[src/logic/core_pkg.sv]
// core widths, writeback select encoding and the memory to writeback record
`default_nettype none

package core_pkg;

  // integer data width
  localparam int xlen = 64;

  typedef logic [4:0] reg_addr_t;

  // one-hot writeback source select
  typedef logic [2:0] reg_ctrl_t;

  // bit positions inside reg_ctrl_t
  localparam int exe_to_reg = 0;
  localparam int mem_to_reg = 1;
  localparam int csr_to_reg = 2;

  // record handed from the memory stage to writeback
  typedef struct packed {
    logic [xlen-1:0] pc;
    logic [31:0]     inst;
    logic            wen;
    reg_addr_t       rd;
    reg_ctrl_t       reg_ctrl;
    logic [xlen-1:0] ex_data;
    // load data, already aligned and extended
    logic [xlen-1:0] mem_data;
    logic [xlen-1:0] csr_data;
    logic            uart_valid;
    logic [7:0]      uart_char;
  } wb_rec_t;

endpackage

`default_nettype wire
[src/logic/wb_stage.sv]
// wb_stage: writeback latch, write value select, register write and commit outputs
`timescale 1ns/10ps
`default_nettype none

module wb_stage
  import core_pkg::*;
(
  input  logic            clk,
  input  logic            rst,
  input  logic            mem_to_wb_valid,
  input  wb_rec_t         mem_to_wb_bus,
  output logic            wb_allowin,
  output logic            reg_wr_ena,
  output reg_addr_t       reg_wr_addr,
  output logic [xlen-1:0] reg_wr_data,
  output logic            commit_valid,
  output logic [xlen-1:0] commit_pc,
  output logic [31:0]     commit_inst,
  output logic            uart_out_valid,
  output logic [7:0]      uart_out_char
);

  logic            wb_valid;
  wb_rec_t         rec;
  logic [xlen-1:0] sel_data;

  // last stage, never stalls
  assign wb_allowin = 1'b1;

  stage_reg #(
    .payload_t(wb_rec_t)
  ) wb_reg0 (
    .clk        (clk),
    .rst        (rst),
    .in_valid   (mem_to_wb_valid),
    .in_payload (mem_to_wb_bus),
    .allowin    (wb_allowin),
    .out_valid  (wb_valid),
    .out_payload(rec)
  );

  // and-or mux over the one-hot select
  assign sel_data =
      ({xlen{rec.reg_ctrl[exe_to_reg]}} & rec.ex_data)
    | ({xlen{rec.reg_ctrl[mem_to_reg]}} & rec.mem_data)
    | ({xlen{rec.reg_ctrl[csr_to_reg]}} & rec.csr_data);

  // everything outward is quiet without a valid record
  assign reg_wr_ena     = wb_valid && rec.wen;
  assign reg_wr_addr    = wb_valid ? rec.rd : '0;
  assign reg_wr_data    = wb_valid ? sel_data : '0;
  assign commit_valid   = wb_valid;
  assign commit_pc      = wb_valid ? rec.pc : '0;
  assign commit_inst    = wb_valid ? rec.inst : '0;
  assign uart_out_valid = wb_valid && rec.uart_valid;
  assign uart_out_char  = wb_valid ? rec.uart_char : '0;

  reg_ctrl_onehot_a: assert property (
    @(posedge clk) disable iff (rst)
    wb_valid |-> $onehot0(rec.reg_ctrl)
  );

endmodule

`default_nettype wire

[src/logic/stage_reg.sv]
// stage_reg: valid/allowin pipeline register for an arbitrary record type
`timescale 1ns/10ps
`default_nettype none

module stage_reg #(
  parameter type payload_t = logic
) (
  input  logic     clk,
  input  logic     rst,
  input  logic     in_valid,
  input  payload_t in_payload,
  input  logic     allowin,
  output logic     out_valid,
  output payload_t out_payload
);

  always_ff @(posedge clk) begin
    if (rst) begin
      out_valid <= 1'b0;
    end else if (allowin) begin
      out_valid <= in_valid;
    end
  end

  // payload only moves on an accepted record, otherwise holds
  always_ff @(posedge clk) begin
    if (in_valid && allowin) begin
      out_payload <= in_payload;
    end
  end

  // a valid record never carries X bits downstream
  payload_known_a: assert property (
    @(posedge clk) disable iff (rst)
    out_valid |-> !$isunknown(out_payload)
  );

endmodule

`default_nettype wire

[config.mk]
export PLATFORM = sky130hd
export DESIGN_NAME = wb_stage
export DESIGN_NICKNAME = d
export VERILOG_FILES = /design/src/logic/core_pkg.sv /design/src/logic/wb_stage.sv /design/src/logic/stage_reg.sv
export SDC_FILE = /design/constraint.sdc
export NUM_CORES = 1
export LEC_CHECK = 0
export ABC_AREA = 1
export BUFFER_PORTS_ARGS = -buffer_cell sky130_fd_sc_hd__buf_4
export CAP_MARGIN = 20
export CORE_AREA = 2 2 192 194
export DETAILED_ROUTE_END_ITERATION = 8
export DIE_AREA = 0 0 194 196
export PLACE_DENSITY = 0.68
export RECOVER_POWER = 100
export SLEW_MARGIN = 25
export SYNTH_ARGS = -nofsm -noshare
export SYNTH_HDL_FRONTEND = slang
export SYNTH_SLANG_ARGS = --single-unit
[constraint.sdc]
create_clock -name clk -period 1.4 [get_ports clk]
set_input_delay 0.14 -clock clk [delete_from_list [all_inputs] [get_ports clk]]
set_output_delay 0.14 -clock clk [all_outputs]
set_load 0.03 [all_outputs]
==> results of run 1 <==
per-layer routing:
layer  GRT usage  vias up  part of all wire
met5           0        -                 0
li1            -     4879                 -
met2      0.4219      637              0.53
met4      0.1277        0             0.044
met3     0.05639      156             0.068
met1      0.2492     5404              0.35
tightest hold or removal path, delay by kind of cell:
| kind | cells | cell delay, ps |
|---|---|---|
| buffers and inverters | 2 | 660 |
| and+or+nand+nor | 1 | 30 |
state kept, by name, indices dropped and copies added (netlist names):
register	count
wb_reg0.out_payload	306
wb_reg0.out_valid	1
final timing paths:
| check | from | cells after the start | slack, ps | endpoint |
|---|---|---|---|---|
| setup / recovery | wb_reg0.out_payload[201]$_DFFE_PP_ | 7 | -590 | reg_wr_data[50] |
| hold / removal | rst | 3 | 330 | wb_reg0.out_valid$_SDFF_PP0_ |
power groups by stage:
stage	combinational (mW)	sequential [mW]	clock, mW
4_1_cts	4.19	11.2	9.27
3_5_place_dp	2.91	11.3	0
6_report	4.83	11.4	9.24
2_1_floorplan	1.25	11.3	0
5_1_grt	5.06	11.4	9.76
3_3_place_gp	2.87	11.3	0
Yosys cell counts, drive strengths merged:
master,n,area share
inv,176,0.056
nand2,367,0.12
conb,1,0.00032
nand3,64,0.027
nor2,1,0.00032
buf,41,0.024
edfxtp,306,0.78
dfxtp,1,0.0017
cell type report:
| type | instances | area share |
|---|---|---|
| diodes | 6 | 0.0006349 |
| repair buffers | 901 | 0.3869 |
| well taps | 468 | 0.02476 |
| clock buffers | 45 | 0.04042 |
| inverters | 176 | 0.02836 |
| multi-input cells | 433 | 0.1222 |
| flip-flops and latches | 307 | 0.3896 |
| clock inverters | 15 | 0.007195 |
stage by stage:
stage	power [mW]	hold WS (ps)	setup WS [ps]
finish	25.44	334.4	-593.7
global route	26.23	306.5	-638.9
CTS	24.66	285.9	-501.3
detailed placement	14.23	290.9	47.88
global placement	14.18	292.3	58.94
floorplan	12.50	211.2	78.21
logic make-up (layout without fill, tap and decap cells):
kind of cell,after synthesis,after routing,synth area share
buf+inv,217,1137,0.07937
flops,307,307,0.7768
other cells,1,7,0.0003163
simple gates,432,432,0.1435
what timing repair did:
action                                  4_1_cts  5_1_grt
endpoints found under the hold margin       318        0
resized for setup                           306      396
endpoints found under the setup margin      176      176
buffers inserted                             15       15
pin swaps                                     2       26
hold buffers                                308        0
cloned                                       15       14
==> summary.txt, run 1 <==
outcome: complete, but fails checks
failing checks: negative setup slack
HP Class: input pin to flop
Starting Density: 0.3285
GRT Util Overall: 0.2327
area growth from synthesis to layout: 99.48%
pwr dens: 1076 mW/mm^2
DRT iter0 DRCs: 522
Clk pwr share: 0.363
DRC Markers: 0
cell with the largest stage delay on the worst path: edfxtp_1
VDD IR max: 1.428 mV
HPWL after DPL: 24150 um
most common cell after layout, fill and taps aside: dlygate4sd3_1
post-layout minimum cycle time: 1994 ps
Worst Path Buf+Inv: 4
number of buffers created by CTS: 35
clock root cell: clkbuf_16
Syn Inst Count: 957
Req. time, crit path: 1260 ps
largest net degree at the start of global routing: 55
crit start category: flop
fmax: 501.6 MHz
final setup fails: 420
core area: 0.03608 sq mm
combinational group share of total power: 0.190
Die W: 194 um
Psw: 6.476 mW
row count: 70
clock tree from TritonCTS: yes
Inst Count DP: 1924
TritonCTS Sinks: 307
routability congestion estimate: 0.8546
number of synthesized register bits: 307
routed vias/inst: 4.711
Crit path max-delay family: buffers and inverters
P_leak: 11.23 nW
Slew Viols, Final: 0
critical path class: flop to primary output
Sw Ratio: 0.2546
Seq. cell area: 0.009213 sq mm
I/O Buffers: 484
IO Count: 486
post-route ant nets: 0
via count: 11080
vias in the first global route: 11990
clk buf depth: 3
worst path arrival time: 1850 ps
RSZ-0062 raised after global routing: true
initial antenna violation count: 5
Final Core Density: 0.6554
Hold Vio Cnt, Final: 0
first-pass GRT wire length: 67180 um
Flop pwr share: 0.447
Die Y: 196 um
most frequent cells in the layout: dlygate4sd3_1, edfxtp_1, clkbuf_4, nand2_1, buf_6
total wire length: 51110 um
internal power: 18.96 mW
total grt overflow: 0
design area: 0.02365 sq mm
die area: 0.03802 sq mm
peak per-stage delay on the critical path: 500 ps
# fillers: 2293
CTS clk-pin slew, worst paths: 60 ps
Worst setup EP type: primary output
multi-input logic area: 0.002889 sq mm
dpl cell area: 0.01646 sq mm
Max-Cap Viols: 0
post-synthesis cell area: 0.01186 sq mm
CP cell instances: buf_12 -> buf_8 -> nand2_2 -> nand3_2 -> nand2_1 -> inv_1 -> buf_6
fin crit share: 1.424
Synth Area per Inst: 12.39 sq um
nets@finish: 2163
crit path max fanout: 7
final setup margin: -593.7 ps
fin cells: 2351
Total Negative Setup Slacks: -84670 ps
Synth Warn #: 0
number of distinct library cells after synthesis: 10
syn nets: 1266
1st-pass router iterations: 5
CTS H-tree depth: 2
layout cells sized above 1: 0.5178
register area share after synthesis: 0.7768
post-DR wirelength/cell: 21.74 um
(Power assumes the default switching activity.)
==> run 2: changes to the inputs <==
--- a/config.mk
+++ b/config.mk
@@ -8,10 +8,10 @@
 export ABC_AREA = 1
 export BUFFER_PORTS_ARGS = -buffer_cell sky130_fd_sc_hd__buf_4
 export CAP_MARGIN = 20
-export CORE_AREA = 2 2 192 194
+export CORE_MARGIN = 2
+export CORE_UTILIZATION = 35
 export DETAILED_ROUTE_END_ITERATION = 8
-export DIE_AREA = 0 0 194 196
-export PLACE_DENSITY = 0.68
+export PLACE_DENSITY = 0.71
 export RECOVER_POWER = 100
 export SLEW_MARGIN = 25
 export SYNTH_ARGS = -nofsm -noshare
==> summary.txt, run 2 (synthesis results as in run 1) <==
P_leak: 11.14 nW (-0.76%)
combinational group share of total power: 0.198 (+0.008)
clock tree from TritonCTS: yes
first-pass GRT wire length: 65710 um (-2.2%)
crit path max fanout: 8 (+1)
Die W: 188.0 um (-3.1%)
Worst setup EP type: primary output
Psw: 6.711 mW (+3.6%)
total wire length: 52560 um (+2.8%)
row count: 67 (-4.3%)
RSZ-0062 raised after global routing: true
CTS H-tree depth: 2 (unchanged)
Largest Register: wb_reg0.out_payload
pwr dens: 1056 mW/mm^2 (-1.8%)
1st-pass router iterations: 5 (unchanged)
fin crit share: 1.392 (-0.03165)
DRC Markers: 0 (unchanged)
Starting Density: 0.3544 (+0.02589)
post-DR wirelength/cell: 22.74 um (+4.6%)
Largest regs: wb_reg0.out_payload x306, wb_reg0.out_valid x1
initial antenna violation count: 8 (+3)
Met1 Wirelength: 17430 um (-3.6%)
Sw Ratio: 0.2705 (+0.01587)
Pwr Total: 24.81 mW (-2.5%)
number of buffers created by CTS: 34 (-2.9%)
Clk pwr share: 0.341 (-0.022)
routability congestion estimate: 0.8428 (-1.4%)
Tightest Pin Transition: 786.3 ps
most common cell after layout, fill and taps aside: dlygate4sd3_1
failing checks: negative setup slack
I/O Buffers: 484 (unchanged)
pre-CTS setup slack: 31.18 ps (-16.70 ps)
vias in the first global route: 11720 (-2.2%)
clk buf depth: 3 (unchanged)
fmax: 513.0 MHz (+2.3%)
worst path arrival time: 1810 ps (-40 ps)
clock root cell: clkbuf_16
post-layout minimum cycle time: 1949 ps (-44.32 ps)
crit start category: flop
HPWL after DPL: 23390 um (-3.1%)
internal power: 18.10 mW (-4.5%)
Req. time, crit path: 1260 ps (about the same)
largest net degree at the start of global routing: 59 (+7.3%)
Hold Vio Cnt, Final: 0 (unchanged)
Top Metal Used: met4
post-route ant nets: 0 (unchanged)
critical path class: flop to primary output
most frequent cells in the layout: dlygate4sd3_1, edfxtp_1, clkbuf_4, buf_6, nand2_1
HP Class: input pin to flop
Max-slew headroom: 0.4758
Max-Cap Viols: 0 (unchanged)
VDD IR max: 1.007 mV (-29%)
outcome: complete, but fails checks
WL met2: 27990 um (+2.4%)
routed vias/inst: 4.851 (+3.0%)
via count: 11210 (+1.2%)
CP cell instances: buf_6 -> buf_12 -> buf_16 -> nand2_1 -> nand3_1 -> nand2_1 -> inv_1 -> buf_6
nets@finish: 2140 (-1.1%)
IO Count: 486 (unchanged)
core area: 0.03345 sq mm (-7.3%)
cell with the largest stage delay on the worst path: edfxtp_1
final setup fails: 474 (+13%)
GRT Util Overall: 0.2449 (+0.01222)
DRT iter0 DRCs: 711 (+36%)
layout cells sized above 1: 0.5353 (+0.01746)
TritonCTS Sinks: 307 (unchanged)
total grt overflow: 0 (unchanged)
CTS clk-pin slew, worst paths: 60 ps (about the same)
Flop pwr share: 0.460 (+0.013)
Slew Viols, Final: 0 (unchanged)
Die Y: 188.0 um (-4.1%)
met3 wire len: 3876 um (+12%)
area growth from synthesis to layout: 98.12%
Total Negative Setup Slacks: -104440 ps (-19760 ps)
max FFs per register: 306 (unchanged)
peak per-stage delay on the critical path: 390 ps (-110 ps)
die area: 0.03536 sq mm (-7.0%)
final setup margin: -549.3 ps (+44.31 ps)
## run 2: changes by cell type in the layout (fill, tap and decap cells not counted), moves of 4 or more
cell      change
nand2_2      +22
nand2_4      +10
nand3_1      -14
clkbuf_4      -4
buf_12        -6
buf_4        -14
nand3_2      +14
nand2_1      -33
## run 2: cell type report
class | instances | area [sq um]
antenna | 8 | 20.02
clock buffer | 40 | 873.3
clock inverter | 20 | 141.4
fill | 1913 | 9961
inverter | 176 | 663.1
multi-input combinational | 433 | 3105
sequential | 307 | 9213
tap | 448 | 560.5
timing repair buffer | 879 | 8911
## run 2: what timing repair did
action                                  in CTS  in global routing
hold buffers                               308                  0
endpoints found under the setup margin     176                176
gates cloned                                15                 19
gates resized for setup                    202                543
hold endpoints to repair                   316                  0
pin swaps                                    5                 40
setup buffers                               17                 12
## run 2: power groups by stage
stage                     Combinational, mW  Sequential (mW)  Clock [mW]
after detailed placement               2.80             11.3           0
after global routing                   5.11             11.5        8.89
after global placement                 2.75             11.3           0
after floorplan                        1.25             11.3           0
after CTS                              4.13             11.2        8.40
final                                  4.92             11.4        8.47
## run 2: worst paths after layout
path | from | endpoint | slack [ps] | depth (start not counted)
min | mem_to_wb_bus[286] | wb_reg0.out_payload[286]$_DFFE_PP_ | 350 | 2
max | wb_reg0.out_payload[201]$_DFFE_PP_ | reg_wr_data[37] | -550 | 8
## run 2: critical path: cells and delay by family (launching register included)
kind | cells | cell delay [ps]
simple gates | 3 | 260
flops | 1 | 390
buf+inv | 5 | 630
## run 2: metal layers
layer | vias to the layer above | track usage
li1 | 4835 | -
met1 | 5380 | 0.2656
met2 | 764 | 0.4422
met3 | 232 | 0.05634
met4 | 0 | 0.1320
met5 | - | 0
## run 2: stage by stage
stage | util | cell area, sq um | std cells | hold WS [ps]
finish | 0.7022 | 23490 | 2311 | 353.8
global route | 0.7021 | 23490 | 2310 | 347.5
CTS | 0.6452 | 21580 | 2279 | 309.5
detailed placement | 0.4840 | 16190 | 1879 | 311.7
global placement | 0.4840 | 16190 | 1879 | 305.0
floorplan | - | 11860 | 957 | 211.2
==> run 3: changes to the inputs <==
==> constraint.sdc (replaced) <==
create_clock -name clk -period 1.4 [get_ports clk]
set_input_delay 0 -clock clk [delete_from_list [all_inputs] [get_ports clk]]
set_output_delay 0 -clock clk [all_outputs]
set_load 0.03 [all_outputs]
==> summary.txt, run 3 (synthesis results as in run 1) <==
pwr dens: 1048 mW/mm^2 (-0.81%)
HPWL after DPL: 23640 um (+1.0%)
area growth from synthesis to layout: 100.8%
RSZ-0062 raised after global routing: true
vias in the first global route: 12170 (+3.8%)
failing checks: negative setup slack
first-pass GRT wire length: 69590 um (+5.9%)
Largest regs: wb_reg0.out_payload x306, wb_reg0.out_valid x1
core area: 0.03345 sq mm (unchanged)
CP startpoint: wb_reg0.out_payload[202]$_DFFE_PP_
initial antenna violation count: 5 (-3)
largest net degree at the start of global routing: 76 (+29%)
clk buf depth: 3 (unchanged)
pre-CTS setup slack: 152.1 ps (+120.9 ps)
worst path arrival time: 1780 ps (-30 ps)
TritonCTS Sinks: 307 (unchanged)
Flop pwr share: 0.459 (about the same)
IO Count: 486 (unchanged)
crit path max fanout: 7 (-1)
1st-pass router iterations: 5 (unchanged)
Hold Vio Cnt, Final: 0 (unchanged)
fmax: 561.5 MHz (+9.5%)
Pwr Total: 24.95 mW (+0.54%)
post-route ant nets: 0 (unchanged)
Req. time, crit path: 1400 ps (+140 ps)
post-DR wirelength/cell: 23.48 um (+3.2%)
P_leak: 11.31 nW (+1.5%)
Die Y: 188.0 um (unchanged)
Tightest Pin Transition: 641.1 ps (-145.2 ps)
clock root cell: clkbuf_16
dpl cell area: 0.01619 sq mm (about the same)
Total Negative Setup Slacks: -52300 ps (+52140 ps)
crit path to: reg_wr_data[27]
total grt overflow: 0 (unchanged)
outcome: complete, but fails checks
number of buffers created by CTS: 34 (unchanged)
DRC Markers: 0 (unchanged)
die area: 0.03536 sq mm (unchanged)
Starting Density: 0.3544 (unchanged)
most common cell after layout, fill and taps aside: dlygate4sd3_1
Largest Register: wb_reg0.out_payload
Worst setup EP type: primary output
DRT iter0 DRCs: 758 (+6.6%)
CTS clk-pin slew, worst paths: 60 ps (about the same)
I/O Buffers: 484 (unchanged)
Psw: 6.786 mW (+1.1%)
HP Class: input pin to flop
design area: 0.02381 sq mm (+1.4%)
internal power: 18.16 mW (+0.33%)
crit start category: flop
most frequent cells in the layout: dlygate4sd3_1, edfxtp_1, clkbuf_4, buf_6, nand2_4
Final Core Density: 0.7118 (+0.009576)
Clk pwr share: 0.340 (about the same)
routed vias/inst: 4.907 (+1.1%)
post-layout minimum cycle time: 1781 ps (-168.4 ps)
combinational group share of total power: 0.202 (+0.004)
layout cells sized above 1: 0.5566 (+0.02126)
fin crit share: 1.272 (-0.1203)
# fillers: 1926 (+0.68%)
via count: 11380 (+1.5%)
total wire length: 54440 um (+3.6%)
critical path class: flop to primary output
Max-Cap Viols: 0 (unchanged)
Sw Ratio: 0.2720 (+0.001538)
VDD IR max: 1.083 mV (+7.5%)
max FFs per register: 306 (unchanged)
final setup fails: 321 (-32%)
GRT Util Overall: 0.2610 (+0.01614)
nets@finish: 2150 (+0.47%)
Max-slew headroom: 0.5726 (+0.09681)
CTS H-tree depth: 2 (unchanged)
final setup margin: -381.0 ps (+168.4 ps)
row count: 67 (unchanged)
clock tree from TritonCTS: yes
Slew Viols, Final: 0 (unchanged)
Die W: 188.0 um (unchanged)
routability congestion estimate: 0.8482 (+0.64%)
## run 3: cell types whose count changed in the layout (fill, tap and decap cells not counted), moves of 10 or more
cell | previous run | this run
nand2_4 | 123 | 144
inv_1 | 46 | 31
inv_2 | 129 | 142
nand2_1 | 155 | 143
buf_16 | 9 | 19
## run 3: layer usage
metal,routed length (um),GRT usage,up-vias
met5,0,0,-
met4,3670,0.1451,0
met3,4029,0.06064,244
met2,28460,0.4764,758
met1,18290,0.2766,5511
li1,-,-,4866
## run 3: final cells by class
class / instances / area (sq um) / share of cell area
Antenna cell: 6 / 15.01 / 0.0006307
Clock buffer: 44 / 888.4 / 0.03731
Clock inverter: 16 / 118.9 / 0.004993
Inverter: 176 / 668.1 / 0.02806
Multi-Input combinational cell: 433 / 3308 / 0.1390
Sequential cell: 307 / 9213 / 0.3870
Tap cell: 448 / 560.5 / 0.02354
Timing Repair Buffer: 889 / 9036 / 0.3795
## run 3: how the worst min path moves through the flow
stage / cells past startpoint / slack (ps) / startpoint / end
4_1_cts: 2 / 170 / mem_to_wb_bus[252] / wb_reg0.out_payload[252]$_DFFE_PP_
2_1_floorplan: 1 / 70 / rst / wb_reg0.out_valid$_SDFF_PP0_
6_report: 2 / 210 / mem_to_wb_bus[252] / wb_reg0.out_payload[252]$_DFFE_PP_
3_5_place_dp: 1 / 180 / mem_to_wb_bus[233] / wb_reg0.out_payload[233]$_DFFE_PP_
3_3_place_gp: 2 / 170 / rst / wb_reg0.out_valid$_SDFF_PP0_
5_1_grt: 2 / 210 / mem_to_wb_bus[85] / wb_reg0.out_payload[85]$_DFFE_PP_
## run 3: repair_timing
item / 4_1_cts / 5_1_grt
resized for setup: 364 / 451
buffers inserted: 16 / 15
setup endpoints to repair: 173 / 176
hold buffers: 308 / 0
pin swaps: 36 / 59
cloned: 18 / 19
hold endpoints to repair: 331 / 0
## run 3: power by group through the flow
stage          registers (mW)  logic, mW  clock network (mW)
2_1_floorplan            11.3       1.25                   0
3_3_place_gp             11.3       2.74                   0
3_5_place_dp             11.3       2.80                   0
4_1_cts                  11.2       4.22                8.41
5_1_grt                  11.5       5.23                8.92
6_report                 11.4       5.03                8.47
## run 3: per-stage QoR
stage	hold slack (ps)	std cells
global route	205.7	2319
detailed placement	179.3	1882
floorplan	71.18	957
CTS	173.8	2283
finish	210.6	2319
global placement	173.7	1882
## run 3: worst max-delay path: stages (launching register included)
cell and delay, ps:
edfxtp_1 460, buf_6 180, clkbuf_16 170, nand2_2 70, nand3_2 70, nand2_1 80, inv_1 70, buf_6 140
