==> config.mk <==
export PLATFORM = sky130hd
export DESIGN_NAME = mem_stage
export DESIGN_NICKNAME = d
export VERILOG_FILES = /design/src/logic/core_pkg.sv /design/src/logic/mem_pkg.sv /design/src/logic/mem_stage.sv /design/src/logic/stage_reg.sv
export SDC_FILE = /design/constraint.sdc
export NUM_CORES = 1
export LEC_CHECK = 0
export ABC_CLOCK_PERIOD_IN_PS = 11820
export BUFFER_PORTS_ARGS = -buffer_cell sky130_fd_sc_hd__buf_2
export CAP_MARGIN = 20
export CORE_AREA = 3 3 297 299
export DETAILED_ROUTE_END_ITERATION = 16
export DIE_AREA = 0 0 300 302
export REMOVE_ABC_BUFFERS = 1
export SYNTH_ARGS = -nofsm -noshare
export SYNTH_HDL_FRONTEND = slang
export SYNTH_SLANG_ARGS = --single-unit
==> constraint.sdc <==
create_clock -name clk -period 11.82 [get_ports clk]
set_clock_uncertainty 0.2 [all_clocks]
set_input_delay 2.364 -clock clk [delete_from_list [all_inputs] [get_ports clk]]
set_output_delay 2.364 -clock clk [all_outputs]
set_load 0.03 [all_outputs]
==> src/logic/core_pkg.sv <==
// core widths, writeback select encoding and the memory to writeback record
`default_nettype none

package core_pkg;

  // integer data width
  localparam int xlen = 64;

  typedef logic [4:0] reg_addr_t;

  // one-hot writeback source select
  typedef logic [2:0] reg_ctrl_t;

  // bit positions inside reg_ctrl_t
  localparam int exe_to_reg = 0;
  localparam int mem_to_reg = 1;
  localparam int csr_to_reg = 2;

  // record handed from the memory stage to writeback
  typedef struct packed {
    logic [xlen-1:0] pc;
    logic [31:0]     inst;
    logic            wen;
    reg_addr_t       rd;
    reg_ctrl_t       reg_ctrl;
    logic [xlen-1:0] ex_data;
    // load data, already aligned and extended
    logic [xlen-1:0] mem_data;
    logic [xlen-1:0] csr_data;
    logic            uart_valid;
    logic [7:0]      uart_char;
  } wb_rec_t;

endpackage

`default_nettype wire
==> src/logic/mem_pkg.sv <==
// access size encoding, data memory depth and the execute to memory record
`default_nettype none

package mem_pkg;

  import core_pkg::*;

  typedef enum logic [1:0] {
    mem_byte   = 2'd0,
    mem_half   = 2'd1,
    mem_word   = 2'd2,
    mem_double = 2'd3
  } mem_size_t;

  // default data memory depth in 64-bit words
  localparam int dmem_words = 256;

  // record delivered by the execute stage
  // ex_data doubles as the memory address for loads and stores
  typedef struct packed {
    logic [xlen-1:0] pc;
    logic [31:0]     inst;
    logic            wen;
    reg_addr_t       rd;
    reg_ctrl_t       reg_ctrl;
    logic [xlen-1:0] ex_data;
    logic [xlen-1:0] csr_data;
    logic            uart_valid;
    logic [7:0]      uart_char;
    logic            mem_ren;
    logic            mem_wen;
    mem_size_t       mem_size;
    logic            mem_unsigned;
    logic [xlen-1:0] store_data;
  } ex_rec_t;

endpackage

`default_nettype wire

==> src/logic/mem_stage.sv <==
// mem_stage: data memory access, execute record latch, load alignment and extension
`timescale 1ns/10ps
`default_nettype none

module mem_stage
  import core_pkg::*;
  import mem_pkg::*;
#(
  parameter int DMEM_WORDS = dmem_words
) (
  input  logic                          clk,
  input  logic                          rst,
  input  logic                          in_valid,
  input  ex_rec_t                       in_rec,
  output logic                          in_ready,
  input  logic                          wb_allowin,
  output logic                          dmem_en,
  output logic                          dmem_we,
  output logic [7:0]                    dmem_be,
  output logic [$clog2(DMEM_WORDS)-1:0] dmem_addr,
  output logic [xlen-1:0]               dmem_wdata,
  input  logic [xlen-1:0]               dmem_rdata,
  output logic                          mem_to_wb_valid,
  output wb_rec_t                       mem_to_wb_bus
);

  localparam int aw = $clog2(DMEM_WORDS);

  logic            mem_valid;
  logic            mem_allowin;
  logic            accept;
  logic [7:0]      size_mask;
  logic            misaligned;
  ex_rec_t         rec_q;
  logic [xlen-1:0] lane;
  logic [xlen-1:0] mem_data;

  // stage is ready every cycle, so only writeback can hold it
  assign mem_allowin = !mem_valid || wb_allowin;
  assign in_ready    = mem_allowin;
  assign accept      = in_valid && mem_allowin;

  always_comb begin
    size_mask  = 8'h01;
    misaligned = 1'b0;
    case (in_rec.mem_size)
      mem_byte: begin
        size_mask = 8'h01;
      end
      mem_half: begin
        size_mask  = 8'h03;
        misaligned = in_rec.ex_data[0];
      end
      mem_word: begin
        size_mask  = 8'h0f;
        misaligned = |in_rec.ex_data[1:0];
      end
      mem_double: begin
        size_mask  = 8'hff;
        misaligned = |in_rec.ex_data[2:0];
      end
      default: size_mask = 8'h01;
    endcase
  end

  // memory access happens on the edge that latches the record
  assign dmem_en    = accept && (in_rec.mem_ren || in_rec.mem_wen);
  assign dmem_we    = accept && in_rec.mem_wen;
  assign dmem_addr  = in_rec.ex_data[aw+2:3];
  assign dmem_be    = size_mask << in_rec.ex_data[2:0];
  assign dmem_wdata = in_rec.store_data << {in_rec.ex_data[2:0], 3'b000};

  stage_reg #(
    .payload_t(ex_rec_t)
  ) ex_reg0 (
    .clk        (clk),
    .rst        (rst),
    .in_valid   (in_valid),
    .in_payload (in_rec),
    .allowin    (mem_allowin),
    .out_valid  (mem_valid),
    .out_payload(rec_q)
  );

  // move addressed bytes down to bit 0
  assign lane = dmem_rdata >> {rec_q.ex_data[2:0], 3'b000};

  always_comb begin
    case (rec_q.mem_size)
      mem_byte:
        mem_data = rec_q.mem_unsigned ? {{(xlen-8){1'b0}}, lane[7:0]}
                                      : {{(xlen-8){lane[7]}}, lane[7:0]};
      mem_half:
        mem_data = rec_q.mem_unsigned ? {{(xlen-16){1'b0}}, lane[15:0]}
                                      : {{(xlen-16){lane[15]}}, lane[15:0]};
      mem_word:
        mem_data = rec_q.mem_unsigned ? {{(xlen-32){1'b0}}, lane[31:0]}
                                      : {{(xlen-32){lane[31]}}, lane[31:0]};
      default:
        mem_data = lane;
    endcase
  end

  assign mem_to_wb_valid = mem_valid;
  assign mem_to_wb_bus = '{
    pc:         rec_q.pc,
    inst:       rec_q.inst,
    wen:        rec_q.wen,
    rd:         rec_q.rd,
    reg_ctrl:   rec_q.reg_ctrl,
    ex_data:    rec_q.ex_data,
    mem_data:   mem_data,
    csr_data:   rec_q.csr_data,
    uart_valid: rec_q.uart_valid,
    uart_char:  rec_q.uart_char
  };

  // natural alignment for every accepted access
  access_aligned_a: assert property (
    @(posedge clk) disable iff (rst)
    dmem_en |-> !misaligned
  );

endmodule

`default_nettype wire

==> src/logic/stage_reg.sv <==
// stage_reg: valid/allowin pipeline register for an arbitrary record type
`timescale 1ns/10ps
`default_nettype none

module stage_reg #(
  parameter type payload_t = logic
) (
  input  logic     clk,
  input  logic     rst,
  input  logic     in_valid,
  input  payload_t in_payload,
  input  logic     allowin,
  output logic     out_valid,
  output payload_t out_payload
);

  always_ff @(posedge clk) begin
    if (rst) begin
      out_valid <= 1'b0;
    end else if (allowin) begin
      out_valid <= in_valid;
    end
  end

  // payload only moves on an accepted record, otherwise holds
  always_ff @(posedge clk) begin
    if (in_valid && allowin) begin
      out_payload <= in_payload;
    end
  end

  // a valid record never carries X bits downstream
  payload_known_a: assert property (
    @(posedge clk) disable iff (rst)
    out_valid |-> !$isunknown(out_payload)
  );

endmodule

`default_nettype wire

==> metrics.txt, run 1 <==
fraction of registers with async set/reset=0; post-route ant nets=0; floorplan core area=85,410 µm²; power dissipated by switching net loads=0.0007665 W; Hold Buf Count CTS=0; Gate Count Post-Synth=1,027; Die Width=300 µm; Total GRT Usage=0.1099; logic depth of the worst register-to-register path=4; initial antenna violation count=15; Critical Path RT=9260 ps; internal cell power=0.001679 W; library cell appearing most often on the critical path=buf_2; max-cap viol count=0; post-synthesis mux area share=0.1505; mapped cell area=13,310 µm²; Synth Area in Compound Gates=0.05341; Post-Route WL=54.05 mm; CP Capture Type=output pin; maximum fanout along the worst path=40; setup slack of the most critical reg-to-reg path=8490 ps; Net Sw Frac=0.3134; Detailed Routing Iterations Pass 1=5; number of global-route vias before repair=10,430; PD cells=140.2 nW/µm²; net count reported at finish=1,908; slowest library cell on the worst path=o211ai_1; count of distinct cell types in the synthesized netlist=44; logic gate share of total power=0.233; number of synthesis warnings=0; gate family responsible for the most delay along the worst path=buffers and inverters; Setup Buffers After CTS=0; CTS Root Cell=clkbuf_16; critical path arrival=4540 ps; startpoint of the most critical setup path=dmem_rdata[55]; number of buffers inserted during clock tree synthesis=28; clock tree from TritonCTS=built; peak clock frequency supported by timing=140.9 MHz; Vias/cell=3.743; share of total power in the clock network=0.342; run status=complete, no violations; Buffers on Ports=768; I/O pin cnt=769; max-slew headroom at the worst pin=0.3350; end-of-flow core utilization=0.2041; maximum number of pins on one net before global-route repair=77; crit path buf inv count=3; adder-cell share of the synthesized area=0; Reg power frac=0.425; average wire per standard cell=20.00 µm; placer's final routability congestion estimate=0.9094; clock tree sinks=246; Die H=302 µm; Critical path destination=mem_to_wb_bus[126]; min Tclk post-route=7100 ps; series of cell instances along the critical path=buf_2, mux4_2, and2_1, o211ai_1, buf_4, o2111ai_1, buf_2; number of core rows=107; start point of the worst min-delay path=ex_reg0.out_valid; stage delay of the slowest cell on the critical path=530 ps; simple logic cell fraction of the synthesized area=0.07334; estimated wirelength of the detail-placed design=44.74 mm; effective utilization at floorplan=0.1558; count of state elements after synthesis=246; average instance area after synthesis=12.96 µm²; Worst Tran Pin Value=997.5 ps; total stage count of the critical path=7; # H-tree levels=1; DR iter-0 viols=867; number of enable flip-flop cells after synthesis=245; capture instance of the worst register-to-register path=ex_reg0.out_payload[133]; critical path class=primary input to output pin; setup repair after global routing missed its margin=false; Residual DRC=0; area of the die=90,600 µm²; Remaining Overflow, GRT=0; ratio of cells with drive above 1 in the final layout=0.5852; leakage power=7.626 nW; Final Hold Vio Count=0; dominant register cell in the synthesized netlist=edfxtp_1; worst flop-to-flop path startpoint=ex_reg0.out_valid; main combinational cell family by area after synthesis=buffers and inverters; clock transition at the register clock pins on the worst setup and hold paths after CTS=60 ps; Gates resized, CTS repair=0; layout overhead on the synthesized area=31.03%; Max clock buf depth=3; final count of negative-setup-slack endpoints=0; Final TNS setup=0 ps; largest vdd supply drop=0.1189 mV; final worst path period share=0.6006; HP Class=flop to flop; global-route wire length before repair=73.41 mm; register area share after synthesis=0.5544; xor and xnor area share after synthesis=0; number of vias in the routed layout=10,110; insertion delay to the later sink of the worst-skew pair=590 ps; final max-slew violation count=0; startpoint class of the critical path=primary input
==> worst min path at each step <==
| stage | to | slack, ps | cells past startpoint |
|---|---|---|---|
| after floorplan | ex_reg0.out_valid | 670 | 2 |
| final | ex_reg0.out_valid | 360 | 2 |
| after global routing | ex_reg0.out_valid | 410 | 2 |
| after CTS | ex_reg0.out_valid | 360 | 2 |
| after global placement | ex_reg0.out_valid | 340 | 2 |
| after detailed placement | ex_reg0.out_valid | 350 | 2 |
==> synthesized netlist by cell type (11+ instances only) <==
master,number,share of area
nand3_1,19,0.0071
clkbuf_1,31,0.0087
nand2_1,80,0.023
o2bb2ai_1,15,0.0099
mux2i_1,64,0.048
buf_1,11,0.0031
o21ai_0,24,0.0090
nor2_1,46,0.013
o22ai_1,17,0.0080
a21oi_1,26,0.0098
edfxtp_1,245,0.55
inv_1,11,0.0031
and2_1,20,0.0094
mux2_2,27,0.023
nand4_1,25,0.012
buf_2,11,0.0041
buf_4,253,0.14
mux4_2,47,0.080
==> cell type report <==
cell class                 instances  area, µm²
fill                            9440      67980
multi-input combinational        455       3692
antenna                            8      20.02
inverter                          13      48.80
clock inverter                    11      118.9
sequential                       246       7377
tap                             1144       1431
clock buffer                      40      765.7
timing repair buffer             785       3981
==> logic make-up after synthesis <==
logic type,Yosys count
AOI/OAI and AO/OA,109
buffers and inverters,326
DFF,246
muxes,138
and+or+nand+nor,208
==> registers in the layout, summed over array words and instances, names as in the netlist <==
register             flops
ex_reg0.out_payload    245
ex_reg0.out_valid        1
==> layout by cell type (no fill, tap or decap), types with 10 or more instances in the layout <==
cell       count
a21oi_1       26
nor2_1        46
and2_1        19
mux2_2        27
buf_2        767
nand4_1       25
clkbuf_1      10
clkbuf_16     28
o21ai_0       24
o2bb2ai_1     15
mux4_2        47
o22ai_1       17
nand2_1       80
nand3_1       19
mux2i_1       64
edfxtp_1     245
inv_1         11
buf_4         17
==> routing by layer <==
metal	up-vias	global-route usage	routed length, µm
met5	-	0	42
met4	6	0.02901	1336
met3	75	0.04105	5533
met2	592	0.1861	26520
met1	4884	0.1309	20620
li1	4556	-	-
==> per-stage QoR <==
step	total power [W]	hold slack (ps)	instance area, µm²	std cells	worst slack, ps
floorplan	0.001396	671.5	11120	714	259.0
global placement	0.001630	343.7	16520	2642	4391
detailed placement	0.001633	348.9	16520	2642	4407
CTS	0.002487	360.9	17400	2693	4407
finish	0.002445	362.3	17440	2702	4720
global route	0.002546	407.8	17420	2694	4414
==> power groups by stage <==
stage	Sequential, W	Clock (W)	Combinational [W]
global placement	0.00106	0	0.000573
finish	0.00104	0.000836	0.000569
detailed placement	0.00106	0	0.000575
floorplan	0.00117	0	0.000222
CTS	0.00104	0.000870	0.000576
global route	0.00104	0.000895	0.000606
==> worst min-delay path: cells and delay by family, from the launching register on <==
kind	cells	cell delay, ps
AO/OA/AOI/OAI	1	80
flip-flops	1	310
AND/OR/NAND/NOR	1	130
Power figures use the tool's default switching activity.
==> inputs of run 2 (changes only) <==
--- a/config.mk
+++ b/config.mk
@@ -5,7 +5,7 @@
 export SDC_FILE = /design/constraint.sdc
 export NUM_CORES = 1
 export LEC_CHECK = 0
-export ABC_CLOCK_PERIOD_IN_PS = 11820
+export ABC_CLOCK_PERIOD_IN_PS = 7250
 export BUFFER_PORTS_ARGS = -buffer_cell sky130_fd_sc_hd__buf_2
 export CAP_MARGIN = 20
 export CORE_AREA = 3 3 297 299
==> constraint.sdc (replaced) <==
create_clock -name clk -period 7.25 [get_ports clk]
set_clock_uncertainty 0.2 [all_clocks]
set_input_delay 1.45 -clock clk [delete_from_list [all_inputs] [get_ports clk]]
set_output_delay 1.45 -clock clk [all_outputs]
set_load 0.03 [all_outputs]
==> run 2 against run 1 <==
Compared with the run above: clock power grew 73%; register-to-register slack worse by 4600 ps; utilization up 0.065 points; wire length increased by 2.0%; critical endpoint unchanged.
==> metrics.txt, run 2 (synthesized netlist as in run 1, its figures left out) <==
layout overhead on the synthesized area=31.44% (was 31.03%); estimated wirelength of the detail-placed design=45.31 mm (was 44.74 mm); Remaining Overflow, GRT=0 (unchanged); maximum fanout along the worst path=39 (was 40); area of placed instances=16,520 µm² (about the same); Setup Buffers After CTS=0 (unchanged); final max-slew violation count=0 (unchanged); max-cap viol count=0 (unchanged); library cell appearing most often on the critical path=buf_2 (unchanged); power dissipated by switching net loads=0.001301 W (was 0.0007665 W); Hold Buf Count CTS=0 (unchanged); hold-critical path depth=2 (unchanged); most common library cell in the layout ignoring fill and taps=buf_2 (unchanged); final worst path period share=0.7294; floorplan core area=85,410 µm² (unchanged); critical path class=primary input to output pin (unchanged); Final Hold Vio Count=0 (unchanged); met1 usage=0.1326 (was 0.1309); end-of-flow core utilization=0.2048 (was 0.2041); number of buffers inserted during clock tree synthesis=29 (was 28); Gates resized, CTS repair=0 (unchanged); start point of the worst min-delay path=ex_reg0.out_valid (unchanged); startpoint class of the critical path=primary input (unchanged); max-slew headroom at the worst pin=0.3884 (was 0.3350); average wire per standard cell=20.41 µm (was 20.00 µm); Detailed Routing Iterations Pass 1=5 (unchanged); maximum number of pins on one net before global-route repair=73 (was 77); HP Class=flop to flop (unchanged); met3 Track Usage GR=0.03833 (was 0.04105); grt peak-use layer=met2 (unchanged); hold_ws=347.9 ps (was 362.3 ps); Post-Route WL=55.16 mm (was 54.05 mm); Vias/cell=3.741 (was 3.743); area of the die=90,600 µm² (unchanged); Net Sw Frac=0.3188 (was 0.3134); Critical Path RT=5600 ps (was 9260 ps); clock tree from TritonCTS=built (unchanged); worst flop-to-flop path startpoint=ex_reg0.out_valid (unchanged); post-route ant nets=0 (unchanged); I/O pin cnt=769 (unchanged); number of vias in the routed layout=10,110 (about the same); clock tree sinks=246 (unchanged); logic gate share of total power=0.228 (was 0.233); Top reg by flops=ex_reg0.out_payload (unchanged); insertion delay to the later sink of the worst-skew pair=590 ps (about the same); setup repair after global routing missed its margin=false (unchanged); # H-tree levels=1 (unchanged); clock transition at the register clock pins on the worst setup and hold paths after CTS=60 ps (about the same); CTS Root Cell=clkbuf_16 (unchanged); slowest library cell on the worst path=o211ai_1 (unchanged); Die H=302 µm (unchanged); Total GRT Usage=0.1111 (was 0.1099); internal cell power=0.002780 W (was 0.001679 W); leakage power=7.657 nW (was 7.626 nW); global-route wire length before repair=74.08 mm (was 73.41 mm); Buffers on Ports=768 (unchanged); Die Width=300 µm (unchanged); commonest cells after routing, fill and taps aside=buf_2, edfxtp_1, nand2_1 (unchanged); final count of negative-setup-slack endpoints=0 (unchanged); max FFs per register=245 (unchanged); Max clock buf depth=3 (unchanged); run status=complete, no violations (unchanged); DR iter-0 viols=1,040 (was 867); effective utilization at floorplan=0.1558 (unchanged); Worst Tran Pin Value=917.5 ps (was 997.5 ps); share of total power in the clock network=0.355 (was 0.342); peak clock frequency supported by timing=189.1 MHz; logic depth of the worst register-to-register path=4 (unchanged); critical path arrival=3640 ps (was 4540 ps); Residual DRC=0 (unchanged); CP Capture Type=output pin (unchanged); stage delay of the slowest cell on the critical path=540 ps (was 530 ps); Largest regs=ex_reg0.out_payload x245, ex_reg0.out_valid x1 (unchanged); series of cell instances along the critical path=buf_2, mux4_2, and2_1, o211ai_1, buf_4, o2111ai_1, buf_2 (unchanged); post-layout instance area=17,490 µm² (was 17,440 µm²); net count reported at finish=1,910 (was 1,908); number of global-route vias before repair=10,430 (about the same); placer's final routability congestion estimate=0.9020 (was 0.9094); startpoint of the most critical setup path=dmem_rdata[55] (unchanged); PD cells=233.3 nW/µm² (was 140.2 nW/µm²); met2 Usage GRT=0.1893 (was 0.1861); largest vdd supply drop=0.1987 mV (was 0.1189 mV); ratio of cells with drive above 1 in the final layout=0.5875 (was 0.5852); min Tclk post-route=5288 ps; number of core rows=107 (unchanged); initial antenna violation count=12 (was 15); Reg power frac=0.417 (was 0.425)
==> run 2: metrics by stage <==
step / setup TNS, ps / setup WS [ps] / power (W) / instances
after floorplan: -250530 / -2483 / 0.002276 / 714
after global placement: 0 / 2076 / 0.002660 / 2643
after detailed placement: 0 / 1978 / 0.002666 / 2643
after CTS: 0 / 1882 / 0.004132 / 2697
after global routing: 0 / 1626 / 0.004232 / 2698
final: 0 / 1962 / 0.004081 / 2702
==> run 2: final timing paths <==
path / endpoint / slack [ps]
worst max-delay path: mem_to_wb_bus[126] / 1960
worst max register to register: ex_reg0.out_payload[112] / 3890
worst min register to register: ex_reg0.out_valid / 350
worst min-delay path: ex_reg0.out_valid / 350
==> run 2: final cells by class <==
class	instances	area, µm²
flip-flops and latches	246	7377
clock inverters	20	197.7
well taps	1144	1431
inverters	13	48.80
diodes	4	10.01
repair buffers	786	3989
multi-input cells	455	3692
clock buffers	34	744.5
fillers	9389	67920
==> run 2: power by group through the flow <==
stage	clock, W	sequential [W]	combinational [W]
floorplan	0	0.00191	0.000362
detailed placement	0	0.00173	0.000937
global route	0.00154	0.00171	0.000988
CTS	0.00149	0.00170	0.000939
global placement	0	0.00173	0.000932
finish	0.00145	0.00170	0.000931
==> run 2: critical path: cells and delay by family <==
family                 cells  cell delay, ps
muxes                      1             460
AOI/OAI and AO/OA          2             720
and+or+nand+nor            1             180
buffers and inverters      3             810
==> run 2: metal layers <==
metal / vias to the layer above / wire, µm
li1: 4552 / -
met5: - / 36
met2: 632 / 26970
met1: 4835 / 21010
met4: 6 / 1502
met3: 82 / 5634
==> inputs of run 3 (changes only) <==
--- a/config.mk
+++ b/config.mk
@@ -5,7 +5,7 @@
 export SDC_FILE = /design/constraint.sdc
 export NUM_CORES = 1
 export LEC_CHECK = 0
-export ABC_CLOCK_PERIOD_IN_PS = 7250
+export ABC_CLOCK_PERIOD_IN_PS = 4500
 export BUFFER_PORTS_ARGS = -buffer_cell sky130_fd_sc_hd__buf_2
 export CAP_MARGIN = 20
 export CORE_AREA = 3 3 297 299
==> constraint.sdc (replaced) <==
create_clock -name clk -period 4.5 [get_ports clk]
set_clock_uncertainty 0.2 [all_clocks]
set_input_delay 0.9 -clock clk [delete_from_list [all_inputs] [get_ports clk]]
set_output_delay 0.9 -clock clk [all_outputs]
set_load 0.03 [all_outputs]
==> run 3 against run 2 <==
Compared with the run above: worst hold slack lost 81 ps; power grew 57%; largest cell class unchanged; flip-flop and latch count is the same; first-iteration DRC count shrank 16%; critical endpoint is now mem_to_wb_bus[125]; global-route usage shrank 0.11 points; highest routed layer unchanged; count of clock-buffer cells in the layout grew 1; final area grew 0.37%; clock power grew 49%; sequential power grew 61%; critical path type is now flop to output pin; via count grew 1.4%.
==> metrics.txt, run 3 (synthesized netlist as in run 1, its figures left out) <==
area of placed instances=16,670 µm² (was 16,520 µm²); estimated wirelength of the detail-placed design=44.78 mm (was 45.31 mm); setup repair after global routing missed its margin=false (unchanged); critical path class=flop to output pin (was primary input to output pin); final worst path period share=0.9424; I/O pin cnt=769 (unchanged); ratio of cells with drive above 1 in the final layout=0.5884 (was 0.5875); HP Class=primary input to flop (was flop to flop); leakage power=7.707 nW (was 7.657 nW); Max clock buf depth=3 (unchanged); Worst Tran Pin Value=765.1 ps (was 917.5 ps); Setup Buffers After CTS=0 (unchanged); average wire per standard cell=19.96 µm (was 20.41 µm); startpoint class of the critical path=flop (was primary input); series of cell instances along the critical path=mux2i_1, mux4_2, or4_4, o2111ai_1, buf_2 (was buf_2, mux4_2, and2_1, o211ai_1, buf_4, o2111ai_1, buf_2); Residual DRC=0 (unchanged); min Tclk post-route=4241 ps; Buffers on Ports=768 (unchanged); area of the die=90,600 µm² (unchanged); Largest regs=ex_reg0.out_payload x245, ex_reg0.out_valid x1 (unchanged); clock transition at the register clock pins on the worst setup and hold paths after CTS=60 ps (about the same); setup slack of the most critical reg-to-reg path=2640 ps (was 3890 ps); slowest library cell on the worst path=or4_4 (was o211ai_1); Final Hold Vio Count=0 (unchanged); # H-tree levels=1 (unchanged); run status=complete, no violations (unchanged); maximum number of pins on one net before global-route repair=128 (was 73); maximum fanout along the worst path=56 (was 39); Filler cells=9,408 (was 9,389); DR iter-0 viols=876 (was 1,040); CTS Root Cell=clkbuf_16 (unchanged); CP Capture Type=output pin (unchanged); floorplan core area=85,410 µm² (unchanged); stage delay of the slowest cell on the critical path=700 ps (was 540 ps); post-route ant nets=0 (unchanged); net count reported at finish=1,924 (was 1,910); commonest cells after routing, fill and taps aside=buf_2, edfxtp_1, nand2_1 (unchanged); Hold Buf Count CTS=0 (unchanged); Critical Path RT=3400 ps (was 5600 ps); clock tree sinks=246 (unchanged); placer's final routability congestion estimate=0.9229 (was 0.9020); max FFs per register=245 (unchanged); worst setup slack before clock tree synthesis=523.7 ps (was 1978 ps); number of core rows=107 (unchanged); overall power after layout=0.006404 W (was 0.004081 W); max-cap viol count=0 (unchanged); max-slew headroom at the worst pin=0.4880 (was 0.3884); global-route wire length before repair=73.81 mm (was 74.08 mm); Total GRT Usage=0.1100 (was 0.1111); clock tree from TritonCTS=built (unchanged); Final TNS setup=0 ps (unchanged); final count of negative-setup-slack endpoints=0 (unchanged); effective utilization at floorplan=0.1558 (unchanged); peak clock frequency supported by timing=235.8 MHz; most common library cell in the layout ignoring fill and taps=buf_2 (unchanged); number of vias in the routed layout=10,250 (was 10,110); Die H=302 µm (unchanged); Detailed Routing Iterations Pass 1=5 (unchanged); Top reg by flops=ex_reg0.out_payload (unchanged); Die Width=300 µm (unchanged); layout overhead on the synthesized area=31.93% (was 31.44%); Remaining Overflow, GRT=0 (unchanged); initial antenna violation count=12 (unchanged); insertion delay to the later sink of the worst-skew pair=580 ps (was 590 ps); final max-slew violation count=0 (unchanged); PD cells=364.8 nW/µm² (was 233.3 nW/µm²); final worst setup slack=259.1 ps (was 1962 ps); Gates resized, CTS repair=0 (unchanged); number of global-route vias before repair=10,490 (was 10,430); Vias/cell=3.776 (was 3.741); number of buffers inserted during clock tree synthesis=28 (was 29); critical path arrival=3140 ps (was 3640 ps); Post-Route WL=54.17 mm (was 55.16 mm); largest vdd supply drop=0.2865 mV (was 0.1987 mV); post-layout instance area=17,560 µm² (was 17,490 µm²)
[run 3: changes by cell type in the layout (fill, tap and decap cells not counted), moves of 2 or more]
cell	change
buf_12	+3
buf_4	+12
clkbuf_1	+2
clkinv_1	+2
clkinvlp_4	-2
[run 3: worst paths after layout]
check	start	endpoint	depth (start not counted)
max	ex_reg0.out_payload[142]	mem_to_wb_bus[125]	5
min	rst	ex_reg0.out_valid	2
max reg2reg	ex_reg0.out_valid	ex_reg0.out_payload[142]	3
min reg2reg	ex_reg0.out_valid	ex_reg0.out_valid	2
[run 3: where the power goes]
| part | switching [W] | internal (W) | total, W |
|---|---|---|---|
| clock network | 0.000948 | 0.00121 | 0.00216 |
| logic | 0.00102 | 0.000488 | 0.00151 |
| registers | 0.0000515 | 0.00269 | 0.00274 |
| total | 0.00202 | 0.00438 | 0.00640 |
[run 3: worst max-delay path, delay by kind of cell (launching register included)]
kind | cells | cell delay [ps]
mux | 2 | 750
flops | 1 | 690
simple gates | 1 | 700
compound gates | 1 | 200
buf+inv | 1 | 240
[run 3: layer usage]
layer	global-route usage	wire, µm	vias up
met5	0	22	-
met4	0.03565	1647	4
met3	0.03180	4965	89
met2	0.1867	26500	625
met1	0.1340	21040	4952
li1	-	-	4578
[run 3: layout make-up]
type	instances	area, µm²	area share
tap	1144	1431	0.08153
multi-input combinational	455	3692	0.2103
timing repair buffer	801	4139	0.2358
inverter	13	48.80	0.002780
antenna	3	7.507	0.0004276
sequential	246	7377	0.4202
clock buffer	35	726.9	0.04141
clock inverter	17	132.6	0.007555
[run 3: stage by stage]
| stage | hold WS (ps) | cells | util |
|---|---|---|---|
| after floorplan | 671.5 | 714 | - |
| after global placement | 344.2 | 2658 | 0.1952 |
| after detailed placement | 344.4 | 2658 | 0.1952 |
| after CTS | 218.3 | 2710 | 0.2053 |
| after global routing | 241.7 | 2711 | 0.2054 |
| final | 267.1 | 2714 | 0.2055 |
